`src/common/encoderPkg.sv`:
```
package encoderPkg;

	// angle resolution, one turn = 2**posWidth counts
	localparam int posWidth = 12;

	// samples kept for the velocity window
	localparam int histDepth = 4;

	// largest legal step between two samples, below a quarter turn
	localparam int maxStep = 256;

	// prefix network for gray decode
	localparam int gray2BinSpeed = 1;  // 0 serial, 1 brent-kung, 2 sklansky

	// fill counter must reach histDepth
	localparam int histCntWidth = $clog2(histDepth + 1);

	localparam int turnWidth = 8;  // multi-turn range

	typedef logic [posWidth-1:0] pos_t;  // binary shaft angle
	typedef logic [posWidth-1:0] gray_t;  // raw sensor word
	typedef logic signed [posWidth-1:0] delta_t;  // angle change mod one turn
	typedef logic signed [turnWidth-1:0] turn_t;  // signed revolution count
	typedef logic [histCntWidth-1:0] histCnt_t;

	// one accepted sample, valid is a single-cycle strobe
	typedef struct packed {
		pos_t pos;
		logic valid;
	} posSample_t;

endpackage
```
`src/logic/encoderTop.sv`:
```
`timescale 1ns/1ps

module encoderTop (
	input  logic               clk,
	input  logic               rstN,
	input  encoderPkg::gray_t  grayIn,      // async from sensor
	input  logic               sampleTick,
	output encoderPkg::pos_t   position,
	output encoderPkg::turn_t  turns,
	output encoderPkg::delta_t velocity,
	output logic               velValid,
	output logic               trackValid,  // tick + 2 cycles
	output logic               jumpErr
);

	import encoderPkg::*;

	posSample_t sample;     // strobe from sampler
	pos_t       prevPos;
	pos_t       windowPos;
	logic       full;       // history window filled

	encoderSampler sampler (
		.clk       (clk),
		.rstN      (rstN),
		.grayIn    (grayIn),
		.sampleTick(sampleTick),
		.sample    (sample)
	);

	sampleHistory history (
		.clk      (clk),
		.rstN     (rstN),
		.sample   (sample),
		.prevPos  (prevPos),
		.windowPos(windowPos),
		.full     (full)
	);

	positionTracker tracker (
		.clk       (clk),
		.rstN      (rstN),
		.sample    (sample),
		.prevPos   (prevPos),
		.windowPos (windowPos),
		.full      (full),
		.position  (position),
		.turns     (turns),
		.velocity  (velocity),
		.velValid  (velValid),
		.trackValid(trackValid),
		.jumpErr   (jumpErr)
	);

endmodule

```
`src/logic/positionTracker.sv`:
```
`timescale 1ns/1ps

module positionTracker (
	input  logic                   clk,
	input  logic                   rstN,
	input  encoderPkg::posSample_t sample,
	input  encoderPkg::pos_t       prevPos,
	input  encoderPkg::pos_t       windowPos,
	input  logic                   full,
	output encoderPkg::pos_t       position,
	output encoderPkg::turn_t      turns,
	output encoderPkg::delta_t     velocity,
	output logic                   velValid,
	output logic                   trackValid,
	output logic                   jumpErr     // sticky
);

	import encoderPkg::*;

	logic   seen;      // first sample taken
	delta_t delta;     // step since previous sample
	pos_t   absDelta;
	logic   wrapFwd;   // crossed max to 0
	logic   wrapBack;  // crossed 0 to max
	logic   isJump;

	assign delta    = delta_t'(sample.pos - prevPos);  // mod one turn
	assign absDelta = delta[posWidth-1] ? pos_t'(-delta) : pos_t'(delta);
	assign wrapFwd  = (sample.pos < prevPos) && (delta > 0);
	assign wrapBack = (sample.pos > prevPos) && (delta < 0);
	assign isJump   = absDelta > pos_t'(maxStep);

	always_ff @(posedge clk or negedge rstN) begin
		if (!rstN) begin
			seen       <= 1'b0;
			position   <= '0;
			turns      <= '0;
			velValid   <= 1'b0;
			trackValid <= 1'b0;
			jumpErr    <= 1'b0;
		end else begin
			trackValid <= sample.valid;  // pulses in t+2
			if (sample.valid) begin
				seen     <= 1'b1;
				position <= sample.pos;
				velValid <= full;  // window needs histDepth older samples
				// no previous angle on the first sample
				if (seen) begin
					if (wrapFwd) begin
						turns <= turns + turn_t'(1);
					end else if (wrapBack) begin
						turns <= turns - turn_t'(1);
					end
					if (isJump) begin
						jumpErr <= 1'b1;
					end
				end
			end
		end
	end

	// windowed velocity, counts per histDepth ticks
	always_ff @(posedge clk) begin
		if (sample.valid) begin
			velocity <= delta_t'(sample.pos - windowPos);
		end
	end

endmodule

```
`src/logic/sampleHistory.sv`:
```
`timescale 1ns/1ps

module sampleHistory (
	input  logic                   clk,
	input  logic                   rstN,
	input  encoderPkg::posSample_t sample,
	output encoderPkg::pos_t       prevPos,    // last accepted angle
	output encoderPkg::pos_t       windowPos,  // angle histDepth ticks back
	output logic                   full
);

	import encoderPkg::*;

	pos_t     hist [histDepth];  // hist[0] newest
	histCnt_t fill;              // stored samples, saturates

	// shift on the edge that closes the valid cycle
	always_ff @(posedge clk) begin
		if (sample.valid) begin
			hist[0] <= sample.pos;
			for (int i = 1; i < histDepth; i++) begin
				hist[i] <= hist[i-1];
			end
		end
	end

	always_ff @(posedge clk or negedge rstN) begin
		if (!rstN) begin
			fill <= '0;  // empty
		end else if (sample.valid && !full) begin
			fill <= fill + histCnt_t'(1);
		end
	end

	assign full = (fill == histCnt_t'(histDepth));

	// older contents until the shift edge
	assign prevPos   = hist[0];
	assign windowPos = hist[histDepth-1];

endmodule

```
`src/logic/encoderSampler.sv`:
```
`timescale 1ns/1ps

module encoderSampler (
	input  logic                   clk,
	input  logic                   rstN,
	input  encoderPkg::gray_t      grayIn,      // async sensor word
	input  logic                   sampleTick,  // one-cycle strobe
	output encoderPkg::posSample_t sample
);

	import encoderPkg::*;

	gray_t grayMeta;  // first stage, may go metastable
	gray_t graySync;  // safe, one bit changes per step
	pos_t  binNow;    // decoded, combinational
	pos_t  posQ;      // held angle
	logic  validQ;

	// two-flop synchronizer
	always_ff @(posedge clk or negedge rstN) begin
		if (!rstN) begin
			grayMeta <= '0;
			graySync <= '0;
		end else begin
			grayMeta <= grayIn;
			graySync <= grayMeta;
		end
	end

	Gray2Bin #(
		.width(posWidth),
		.speed(gray2BinSpeed)
	) gray2Bin (
		.G(graySync),
		.B(binNow)
	);

	// tick in cycle t, valid in t+1
	always_ff @(posedge clk or negedge rstN) begin
		if (!rstN) begin
			validQ <= 1'b0;
		end else begin
			validQ <= sampleTick;
		end
	end

	always_ff @(posedge clk) begin
		if (sampleTick) begin
			posQ <= binNow;  // capture decoded angle
		end
	end

	assign sample = '{pos: posQ, valid: validQ};

endmodule

```
`src/prefix/Gray2Bin.sv`:
```
`timescale 1ns/1ps

// binary bit i is the xor of gray bits from the msb down to i,
// so the prefix runs from the top and the word is flipped around it
module Gray2Bin #(
	parameter int width = 8,  // word width
	parameter int speed = 0   // prefix variant, see PrefixXor
) (
	input  logic [width-1:0] G,  // gray in
	output logic [width-1:0] B   // binary out
);

	logic [width-1:0] gRev;  // msb moved to bit 0
	logic [width-1:0] bRev;  // prefix result, still flipped

	for (genvar i = 0; i < width; i++) begin : flipIn
		assign gRev[i] = G[width-1-i];
	end

	PrefixXor #(
		.width(width),
		.speed(speed)
	) prefix (
		.PI(gRev),
		.PO(bRev)
	);

	for (genvar i = 0; i < width; i++) begin : flipOut
		assign B[i] = bRev[width-1-i];  // back to lsb first
	end

endmodule

```
`src/prefix/PrefixXor.sv`:
```
`timescale 1ns/1ps

module PrefixXor #(
	parameter int width = 8,  // word width
	parameter int speed = 0   // 0 serial, 1 brent-kung, 2 sklansky
) (
	input  logic [width-1:0] PI,  // lsb first
	output logic [width-1:0] PO   // PO[i] = xor of PI[i:0]
);

	localparam int m = $clog2(width);  // tree depth

	if (speed == 2) begin : sklansky
		// one row per level, row m holds the result
		logic [width-1:0] lvl [0:m];

		assign lvl[0] = PI;

		for (genvar l = 0; l < m; l++) begin : levels
			for (genvar i = 0; i < width; i++) begin : bits
				if ((i >> l) & 1) begin : black
					// upper half of a block takes the lower half's last bit
					assign lvl[l+1][i] = lvl[l][i] ^ lvl[l][((i >> l) << l) - 1];
				end else begin : white
					assign lvl[l+1][i] = lvl[l][i];  // pass
				end
			end
		end

		assign PO = lvl[m];

	end else if (speed == 1) begin : brentKung
		localparam int last = (m == 0) ? 0 : 2 * m - 1;  // final row

		logic [width-1:0] lvl [0:last];

		assign lvl[0] = PI;

		// up-sweep, block sums land on positions 2**l - 1
		for (genvar l = 1; l <= m; l++) begin : up
			for (genvar i = 0; i < width; i++) begin : bits
				if ((i + 1) % (2 ** l) == 0) begin : black
					assign lvl[l][i] = lvl[l-1][i] ^ lvl[l-1][i - 2 ** (l - 1)];
				end else begin : white
					assign lvl[l][i] = lvl[l-1][i];
				end
			end
		end

		// down-sweep, halving span each row
		for (genvar l = m + 1; l <= last; l++) begin : down
			localparam int s = 2 ** (last - l);  // span of this row
			for (genvar i = 0; i < width; i++) begin : bits
				if (((i + 1) % (2 * s) == s) && (i >= 2 * s)) begin : black
					// lower neighbour already holds its full prefix
					assign lvl[l][i] = lvl[l-1][i] ^ lvl[l-1][i - s];
				end else begin : white
					assign lvl[l][i] = lvl[l-1][i];
				end
			end
		end

		assign PO = lvl[last];

	end else begin : serial
		logic [width-1:0] chain;  // ripple, width-1 gates deep

		assign chain[0] = PI[0];

		for (genvar i = 1; i < width; i++) begin : bits
			assign chain[i] = chain[i-1] ^ PI[i];
		end

		assign PO = chain;
	end

endmodule

```
`config.mk`:
```
export PLATFORM = sky130hd
export DESIGN_NAME = encoderTop
export DESIGN_NICKNAME = d
export VERILOG_FILES = /design/src/common/encoderPkg.sv /design/src/logic/encoderTop.sv /design/src/logic/positionTracker.sv /design/src/logic/sampleHistory.sv /design/src/logic/encoderSampler.sv /design/src/prefix/Gray2Bin.sv /design/src/prefix/PrefixXor.sv
export SDC_FILE = /design/constraint.sdc
export NUM_CORES = 1
export LEC_CHECK = 0
export BUFFER_PORTS_ARGS = -buffer_cell sky130_fd_sc_hd__buf_4
export CORE_AREA = 2 2 133 135
export DETAILED_ROUTE_END_ITERATION = 10
export DIE_AREA = 0 0 135 137
export GPL_ROUTABILITY_DRIVEN = 0
export GPL_TIMING_DRIVEN = 0
export PLACE_DENSITY_LB_ADDON = 0.08
export SLEW_MARGIN = 40
export SYNTH_ARGS = -nofsm -noshare
export SYNTH_HDL_FRONTEND = slang
export SYNTH_HIERARCHICAL = 1
export SYNTH_SLANG_ARGS = --single-unit
```
`constraint.sdc`:
```
create_clock -name clk -period 4.8 [get_ports clk]
set_input_delay 0.96 -clock clk [delete_from_list [all_inputs] [get_ports clk]]
set_output_delay 0.96 -clock clk [all_outputs]
set_load 0.1 [all_outputs]
```
Yosys cells after proc, flatten, opt, wreduce, memory -nomap -nowiden
Memory sizes are Yosys's and may differ from the RTL's. Cells that the tools add are included.

Output and inout port bits: 35. Flip-flop bits (word level): 76. RAM bits: 48. Logic and storage cells: 55. Memories kept: 1.

Memories: history.hist (depth 4, bits a word 12, rd ports 4, clocked after memory_dff 0, wr ports 4, RTL line sampleHistory.sv:14) `pos_t hist [histDepth];`.

Equal/unequal tests: 1. Bitwise operators: 18. Reductions and logical operators: 7. $lt $le $gt $ge: 5. Muxes and demuxes: 5. $add $sub $neg: 6.

Operators with widths (number): subtractor 12 bit (2); XOR 1 bit (18); 2-to-1 mux 8 bit (2); > comparator 12 x 1 -> 1 bit (second input constant) (1); > comparator 12 bit (1); > comparator 12 x 9 -> 1 bit (second input constant) (1); less-than comparator 12 x 1 -> 1 bit (second input constant) (1); less-than comparator 12 bit (1); 2-to-1 mux 12 bit (1); negation 12 bit (1); adder 8 x 2 -> 8 bit (second input constant) (1); subtractor 8 x 2 -> 8 bit (second input constant) (1); AND reduction 3 bit (2); adder 3 x 1 -> 3 bit (second input constant) (1); == test 3 bit (second input constant) (1); logical AND 1 bit (3); 2-to-1 mux 1 bit (2); nonzero test 2 bit (1); zero test 1 bit (1).

Logic depth before layout (Yosys ltp)
Gate-level depths: netlist of the first run.

Word-level depth: 5. Gate-level depth with buffers: 19. Depth with buffers taken out: 19.

Cells and area by module
The synthesis of the first run kept the hierarchy.

By module, submodules not included: positionTracker (times used 1, seq. area each 960.9 sq um, area each 3021.6 sq um, cells each 327); sampleHistory (times used 1, seq. area each 1516.5 sq um, area each 1607.8 sq um, cells each 62); encoderSampler (times used 1, seq. area each 985.9 sq um, area each 993.5 sq um, cells each 38); PrefixXor (times used 1, seq. area each 0.0 sq um, area each 256.5 sq um, cells each 18).

Worst setup path after synthesis of the first run
OpenSTA, ideal clock, no wires.

Path kind: register to register. Start: register sampler.posQ[0]. End: register tracker.turns[7]. Path buffers: 0. Setup slack: 0.540 ns. Data arrival time: 4.134 ns. Clock period less this slack: 4.260 ns. Stages on the path, launching flop included: 19. Setup time: 0.126 ns. Path through: edfxtp_1 -> inv_1 -> ha_1 -> fa_1 -> nand2b_1 -> a21oi_1 -> o221ai_1 -> a21bo_2 -> nor4_1 -> a211oi_2 -> inv_1 -> ha_1 -> a21o_1 -> a21oi_1 -> o21bai_1 -> a21oi_1 -> o21ai_0 -> and3_1 -> a311o_1.

Cells in the longest elaborated chain, start to end: 5. Elaborated cells between the ends (all ways): 10.

Ends and longest elaborated chain: start: declaration (RTL line encoderSampler.sv:16) `pos_t posQ;`; start signal: assignment (RTL line encoderSampler.sv:49) `posQ <= binNow;`; subtractor 12 bit (RTL line positionTracker.sv:27) `assign delta = delta_t'(sample.pos - prevPos);`; less-than comparator 12 x 1 -> 1 bit or > comparator 12 x 1 -> 1 bit (tied branches) (RTL line positionTracker.sv:30, positionTracker.sv:29); logical AND 1 bit, on equally long branches (RTL line positionTracker.sv:30, positionTracker.sv:29); nonzero test 2 bit (no line); AND reduction 3 bit (no line); end signal: assignment (RTL line positionTracker.sv:50) `turns <= turns + turn_t'(1);`; end signal: assignment (RTL line positionTracker.sv:52) `turns <= turns - turn_t'(1);`; end: declaration (RTL line positionTracker.sv:11) `output encoderPkg::turn_t turns,`.

Parallel ways exist; a longest one is shown, timed or not. A chain may end at the register's enable or synchronous reset.

Final worst setup path of the first run
Ends and elaborated chain as after synthesis.

==> impl_metrics.toml, run 1 <==
[floorplanning]
die_width_um = 135
die-height_um = 137
ioPinCount = 50
initial_core_utilization = 0.345
core_region_area_um2 = 17100
fp-row-count = 48
dieArea_um2 = 18500

[global_routing]
global_route_wire_length_before_repair_um = 18800
globalRoute.totalOverflow = 0
grt_max_degree = 53
globalRoute.busiestLayer = "met2"
antenna_found_initial = 0
gr-usage-all-layers = 0.135
grt_met2_use = 0.220
globalRouteMet1Util = 0.168
number_of_global_route_vias_before_repair = 3743
global_route_track_usage_on_met3 = 0.0348

[worst_setup_path]
crit_buf_inv = 2
crit_path_top_delay_cell = "fa_1"
timing.critical_path.slowest_cell_delay_ns = 0.44
setup.worst_path.end_class = "flop"
r2r_cells = 18
reg2reg_setup_slack_ns = 0.32
crit_path_max_fanout = 8
worst_path_dominant_cell_family = "compound AO/OA/AOI/OAI gates"
library_cell_appearing_most_often_on_the_critical_path = "ha_1"
critical_path.cell_chain = "inv_1, ha_1, fa_1, nand2b_2, a211o_1, a31oi_2, xor2_2, nor2_1, a211oi_2, inv_2, ha_1, a21o_1, a21oi_1, o21bai_1, a21oi_2, o21ai_0, and3_1, a311o_1"
worstPathArrival_ns = 4.77
required_ns = 5.09
timing_worst_setup_path_type = "flop to flop"
critPathLaunchType = "flop"
path_depth = 18

[logic_synthesis]
yosys_register_bits = 124
cell_area_after_synthesis_um2 = 5880
synth.top_cell.area_share = 0.368
yosys_warnings = 6
synthesis.area_per_instance_um2 = 13.2
postSynthNetCount = 495
synthDistinctLibCells = 61
synthesis.instances = 445
ys_top_cells_by_count = "edfxtp_1, dfrtp_1, inv_1"
synth_enable_flop_cells = 72
yosys.area.top_type = "edfxtp_1"
seq_area_frac_synth = 0.589
dominant_register_cell_in_the_synthesized_netlist = "edfxtp_1"
most_frequent_cell_after_synthesis = "edfxtp_1"
ys_top_cells_by_area = "edfxtp_1, dfrtp_1, ha_1"
async_flop_share = 0.419

[timing]
post-route-min-period_ns = 4.48
worstMarginPinSlew_ns = 0.704
max_clock_freq_mhz = 223
finalCritPeriodShare = 0.934
final_number_of_max_transition_violations = 0
relSlewSlack = 0.530
finalClockSkew_ns = 0.00813
setup_violations = 0
report.final.hold_viol_count = 0
rsz0062_at_grt = "false"

[power]
switchingPower_mw = 1.98
leakagePower_nw = 3.02
peakVddDrop_v = 0.000363
power.clock.fraction = 0.254
power_density_nw_per_um2 = 668
sequential_power_share = 0.307
switching_share_of_power = 0.412
finalPower_mw = 4.81
combinationalPowerShare = 0.439
cell_internal_pwr_mw = 2.83

[final_layout]
area.growth.synth_to_final_pct = 22.6
diodes = 0
post_layout_nonfiller_instances = 755
finish.instance_area_um2 = 7210
drive_gt1_frac = 0.243
finalNetCount = 567

[clock_network]
clock_tree.buffer_depth = 2
clk_latency_ns = 0.41
cts_buffers = 17
htree_levels = 4
clkSinkCount = 124
cts.reportedPaths.clkPinSlew_ns = 0.05
cts-root-buf = "clkbuf_16"
tritoncts = "yes"

[routing]
drt_drc_violations_left = 0
first_iter_violations = 150
antenna_violating_nets_post_route = 0
vias_per_cell = 4.79
drt_pass1_iterations = 4
drt-total-wl_um = 11600
wl_per_cell_um = 15.3
via_count = 3615

[hold_path]
worstHoldPathCells = 0
min-delay-path-class = "flop to flop"

[placed_design]
total_placed_instance_area_um2 = 6550
dpl.cell_count = 720
place.port_buffers = 49
place_hpwl_um = 7870

[job]
drv_cap = 0

[status]
status = "complete, no violations"
## flip-flops by register name, indices dropped and copies added (netlist names)
signal	flops
history/hist	48
sampler/validQ	1
tracker/turns	8
tracker/velValid	1
history/fill	3
tracker/position	12
tracker/seen	1
sampler/graySync	12
sampler/posQ	12
tracker/jumpErr	1
sampler/grayMeta	12
tracker/trackValid	1
tracker/velocity	12
## routing by layer
metal	routed length (um)	vias to the layer above
li1	-	1769
met1	5320	1762
met2	5650	68
met3	360	16
met4	227	0
met5	0	-
## stage by stage
step           TNS (ns)  utilization  hold slack [ns]  setup slack [ns]
2_1_floorplan         0            -            0.331             0.540
3_3_place_gp     -0.203        0.383            0.331            -0.203
3_5_place_dp     -0.284        0.384            0.335            -0.284
4_1_cts               0        0.419            0.346            0.0433
5_1_grt               0        0.423            0.351            0.0223
6_report              0        0.423            0.343             0.315
## layout by cell type, fill, tap and decap left out, types with 8 or more instances in the layout
cell / synthesis / layout
ha_1: 32 / 32
clkbuf_16: 0 / 19
edfxtp_1: 72 / 72
clkbuf_1: 3 / 8
dfrtp_1: 52 / 52
xor2_1: 13 / 12
nand3_1: 8 / 8
buf_4: 3 / 55
a21oi_1: 17 / 15
nor2b_1: 10 / 10
nor2_1: 23 / 22
mux2_2: 19 / 19
inv_1: 39 / 38
nand2_1: 22 / 22
o21ai_0: 15 / 15
xnor2_1: 17 / 16
## final cells by class
class / instances / area [um^2]
fill: 1623 / 9850
clock buffer: 26 / 512
inverter: 39 / 146
clock inverter: 6 / 58.8
buffer: 7 / 46.3
timing repair buffer: 53 / 410
sequential: 124 / 3460
multi-input combinational: 275 / 2290
tap: 225 / 282
## power groups by stage
stage / clock network (mW) / logic (mW) / registers [mW]
floorplan: 0 / 0.964 / 2.15
global placement: 0 / 2.02 / 1.50
detailed placement: 0 / 2.04 / 1.51
CTS: 1.27 / 2.07 / 1.48
global route: 1.32 / 2.28 / 1.50
finish: 1.22 / 2.11 / 1.48
## cell families after synthesis
| family | Yosys count | synth area share |
|---|---|---|
| AOI/OAI and AO/OA | 82 | 0.100 |
| xor gates and xnor gates | 37 | 0.0730 |
| adders and majority gates | 35 | 0.0783 |
| buffers and inverters | 46 | 0.0326 |
| DFF | 124 | 0.589 |
| muxes | 20 | 0.0389 |
| and+or+nand+nor | 101 | 0.0879 |
## worst paths after layout
check / start / endpoint
min: sampler/grayMeta[0] / sampler/graySync[0]
min in group asynchronous: rstN / tracker/turns[3]
max in group asynchronous: rstN / sampler/graySync[2]
min reg2reg: sampler/grayMeta[0] / sampler/graySync[0]
max reg2reg: sampler/posQ[0] / tracker/turns[7]
max: sampler/posQ[0] / tracker/turns[7]
## timing repair
action / 4_1_cts / 5_1_grt
endpoints found under the setup margin: 1 / 1
pin swaps: 1 / 1
gates resized for setup: 2 / 11
hold buffers: 0 / 0
buffers inserted: 2 / 1
Power figures use the tool's default switching activity.
==> run 2, diff against run 1 <==
--- a/config.mk
+++ b/config.mk
@@ -11,7 +11,6 @@
 export DIE_AREA = 0 0 135 137
 export GPL_ROUTABILITY_DRIVEN = 0
 export GPL_TIMING_DRIVEN = 0
-export PLACE_DENSITY_LB_ADDON = 0.08
 export SLEW_MARGIN = 40
 export SYNTH_ARGS = -nofsm -noshare
 export SYNTH_HDL_FRONTEND = slang
==> run 2 against run 1 <==
  * Final area about the same
  * Die area unchanged
  * Maximum frequency increased by 0.56%
  * Global-route usage decreased by 0.54 points
  * Combinational power about the same
  * Final cell count decreased by 0.40%
  * Worst setup slack improved by 0.025 ns
  * Core utilization about the same
  * Routed wire length decreased by 5.9%
  * Power increased by 1.4%
==> impl_metrics.toml, run 2 (synthesized netlist as in run 1, its figures left out) <==
[final_layout]
drive_gt1_frac = 0.239
finish.instance_area_um2 = 7210
seq_area_um2 = 3460
area.growth.synth_to_final_pct = 22.6
mostFrequentLayoutCell = "edfxtp_1"
num-fill-cells = 1605
layout_common_cells = "edfxtp_1, buf_4, dfrtp_1, inv_1, ha_1"
regMostFlops = "history/hist"
largest_reg_flops = 48
layout.core_utilization = 0.423
diodes = 0
finalNetCount = 565
area_occupied_by_multi_input_gates_um2 = 2270

[timing]
finalCritPeriodShare = 0.929
post-route-min-period_ns = 4.46
setup_violations = 0
report.final.hold_viol_count = 0
finalClockSkew_ns = 0.00961
sum_of_negative_setup_slack_ns = 0
final_number_of_max_transition_violations = 0
relSlewSlack = 0.549
max_clock_freq_mhz = 224
worstMarginPinSlew_ns = 0.677
rsz0062_at_grt = "false"

[hold_path]
start_point_of_the_worst_min_delay_path = "sampler/grayMeta[4]"
min-delay-path-class = "flop to flop"

[routing]
vias_per_cell = 4.80
drt_drc_violations_left = 0
antenna_violating_nets_post_route = 0
wl_per_cell_um = 14.4
drt-total-wl_um = 10900
via_count = 3606
first_iter_violations = 204
drt_pass1_iterations = 4

[status]
status = "complete, no violations"

[worst_setup_path]
crit_path_max_fanout = 8
timing_worst_setup_path_type = "flop to flop"
reg2reg_from = "sampler/posQ[0]"
setup.worst_path.end_class = "flop"
worstPathArrival_ns = 4.76
crit_path_start = "sampler/posQ[0]"
required_ns = 5.10
critPathLaunchType = "flop"

[placed_design]
total_placed_instance_area_um2 = 6530
place_hpwl_um = 7420
place.port_buffers = 49

[floorplanning]
fp-row-count = 48
initial_core_utilization = 0.345
die_width_um = 135
die-height_um = 137
ioPinCount = 50
core_region_area_um2 = 17100
dieArea_um2 = 18500

[global_routing]
antenna_found_initial = 0
gr-usage-all-layers = 0.130
globalRoute.busiestLayer = "met2"
grt_met2_use = 0.204
global_route_wire_length_before_repair_um = 18200
number_of_global_route_vias_before_repair = 3678
global_route_track_usage_on_met3 = 0.0396
globalRoute.totalOverflow = 0
globalRouteMet1Util = 0.161
grt_max_degree = 66

[clock_network]
cts.reportedPaths.clkPinSlew_ns = 0.06
htree_levels = 4
clkSinkCount = 124
cts-root-buf = "clkbuf_16"
clk_latency_ns = 0.42
tritoncts = "yes"
cts_hold_buf = 0
cts_buffers = 17
clock_tree.buffer_depth = 2

[power]
leakagePower_nw = 3.03
peakVddDrop_v = 0.000375
power_density_nw_per_um2 = 677

[job]
drv_cap = 0
-- run 2: where the power goes --
group / internal [mW] / total, mW / leakage, nW / switching (mW)
logic: 0.684 / 2.10 / 1.42 / 1.41
registers: 1.36 / 1.48 / 1.31 / 0.123
clock network: 0.840 / 1.30 / 0.301 / 0.463
-- run 2: timing repair --
item,4_1_cts,5_1_grt
setup endpoints to repair,1,1
pin swaps,1,2
hold endpoints to repair,0,0
buffers inserted,0,2
resized for setup,3,6
gates cloned,0,0
-- run 2: per-stage QoR --
step           setup slack [ns]  total power [mW]  hold WS (ns)  cells
3_3_place_gp           0.000433              3.48         0.332    719
3_5_place_dp             -0.154              3.55         0.335    719
2_1_floorplan             0.540              3.12         0.331    445
6_report                  0.340              4.88         0.346    752
4_1_cts                  0.0529              4.89         0.348    750
5_1_grt                  0.0831              5.18         0.349    752
-- run 2: area by class of cell --
class | count | share of cell area
Buffer | 7 | 0.00694
Clock buffer | 20 | 0.0678
Clock inverter | 11 | 0.0179
Inverter | 39 | 0.0203
Multi-Input combinational cell | 275 | 0.315
Sequential cell | 124 | 0.480
Tap cell | 225 | 0.0390
Timing Repair Buffer | 51 | 0.0531
-- run 2: final timing paths --
| kind | endpoint | slack, ns | cells after the start |
|---|---|---|---|
| min in group asynchronous | tracker/trackValid | 0.58 | 1 |
| worst min-delay path | sampler/graySync[4] | 0.35 | 0 |
| worst max-delay path | tracker/turns[7] | 0.34 | 18 |
| worst max register to register | tracker/turns[7] | 0.34 | 18 |
| max in group asynchronous | tracker/jumpErr | 3.76 | 1 |
| worst min register to register | sampler/graySync[4] | 0.35 | 0 |
-- run 2: worst max-delay path: stages, from the launching register on --
cell and delay [ns]:
edfxtp_1 0.38, inv_1 0.08, ha_1 0.21, fa_1 0.43
nand2b_1 0.27, a211o_1 0.33, a31oi_1 0.24, xor2_1 0.23
nor2_1 0.10, a211oi_4 0.29, inv_2 0.14, ha_1 0.30
a21o_1 0.19, a21oi_2 0.17, o21bai_1 0.10, a21oi_2 0.20
o21ai_0 0.16, and3_1 0.20, a311o_1 0.32
-- run 2: routing by layer --
layer	routed length (um)	share of wire
met5	0	0
met4	323	0.030
met3	521	0.048
met2	5090	0.47
met1	4930	0.45
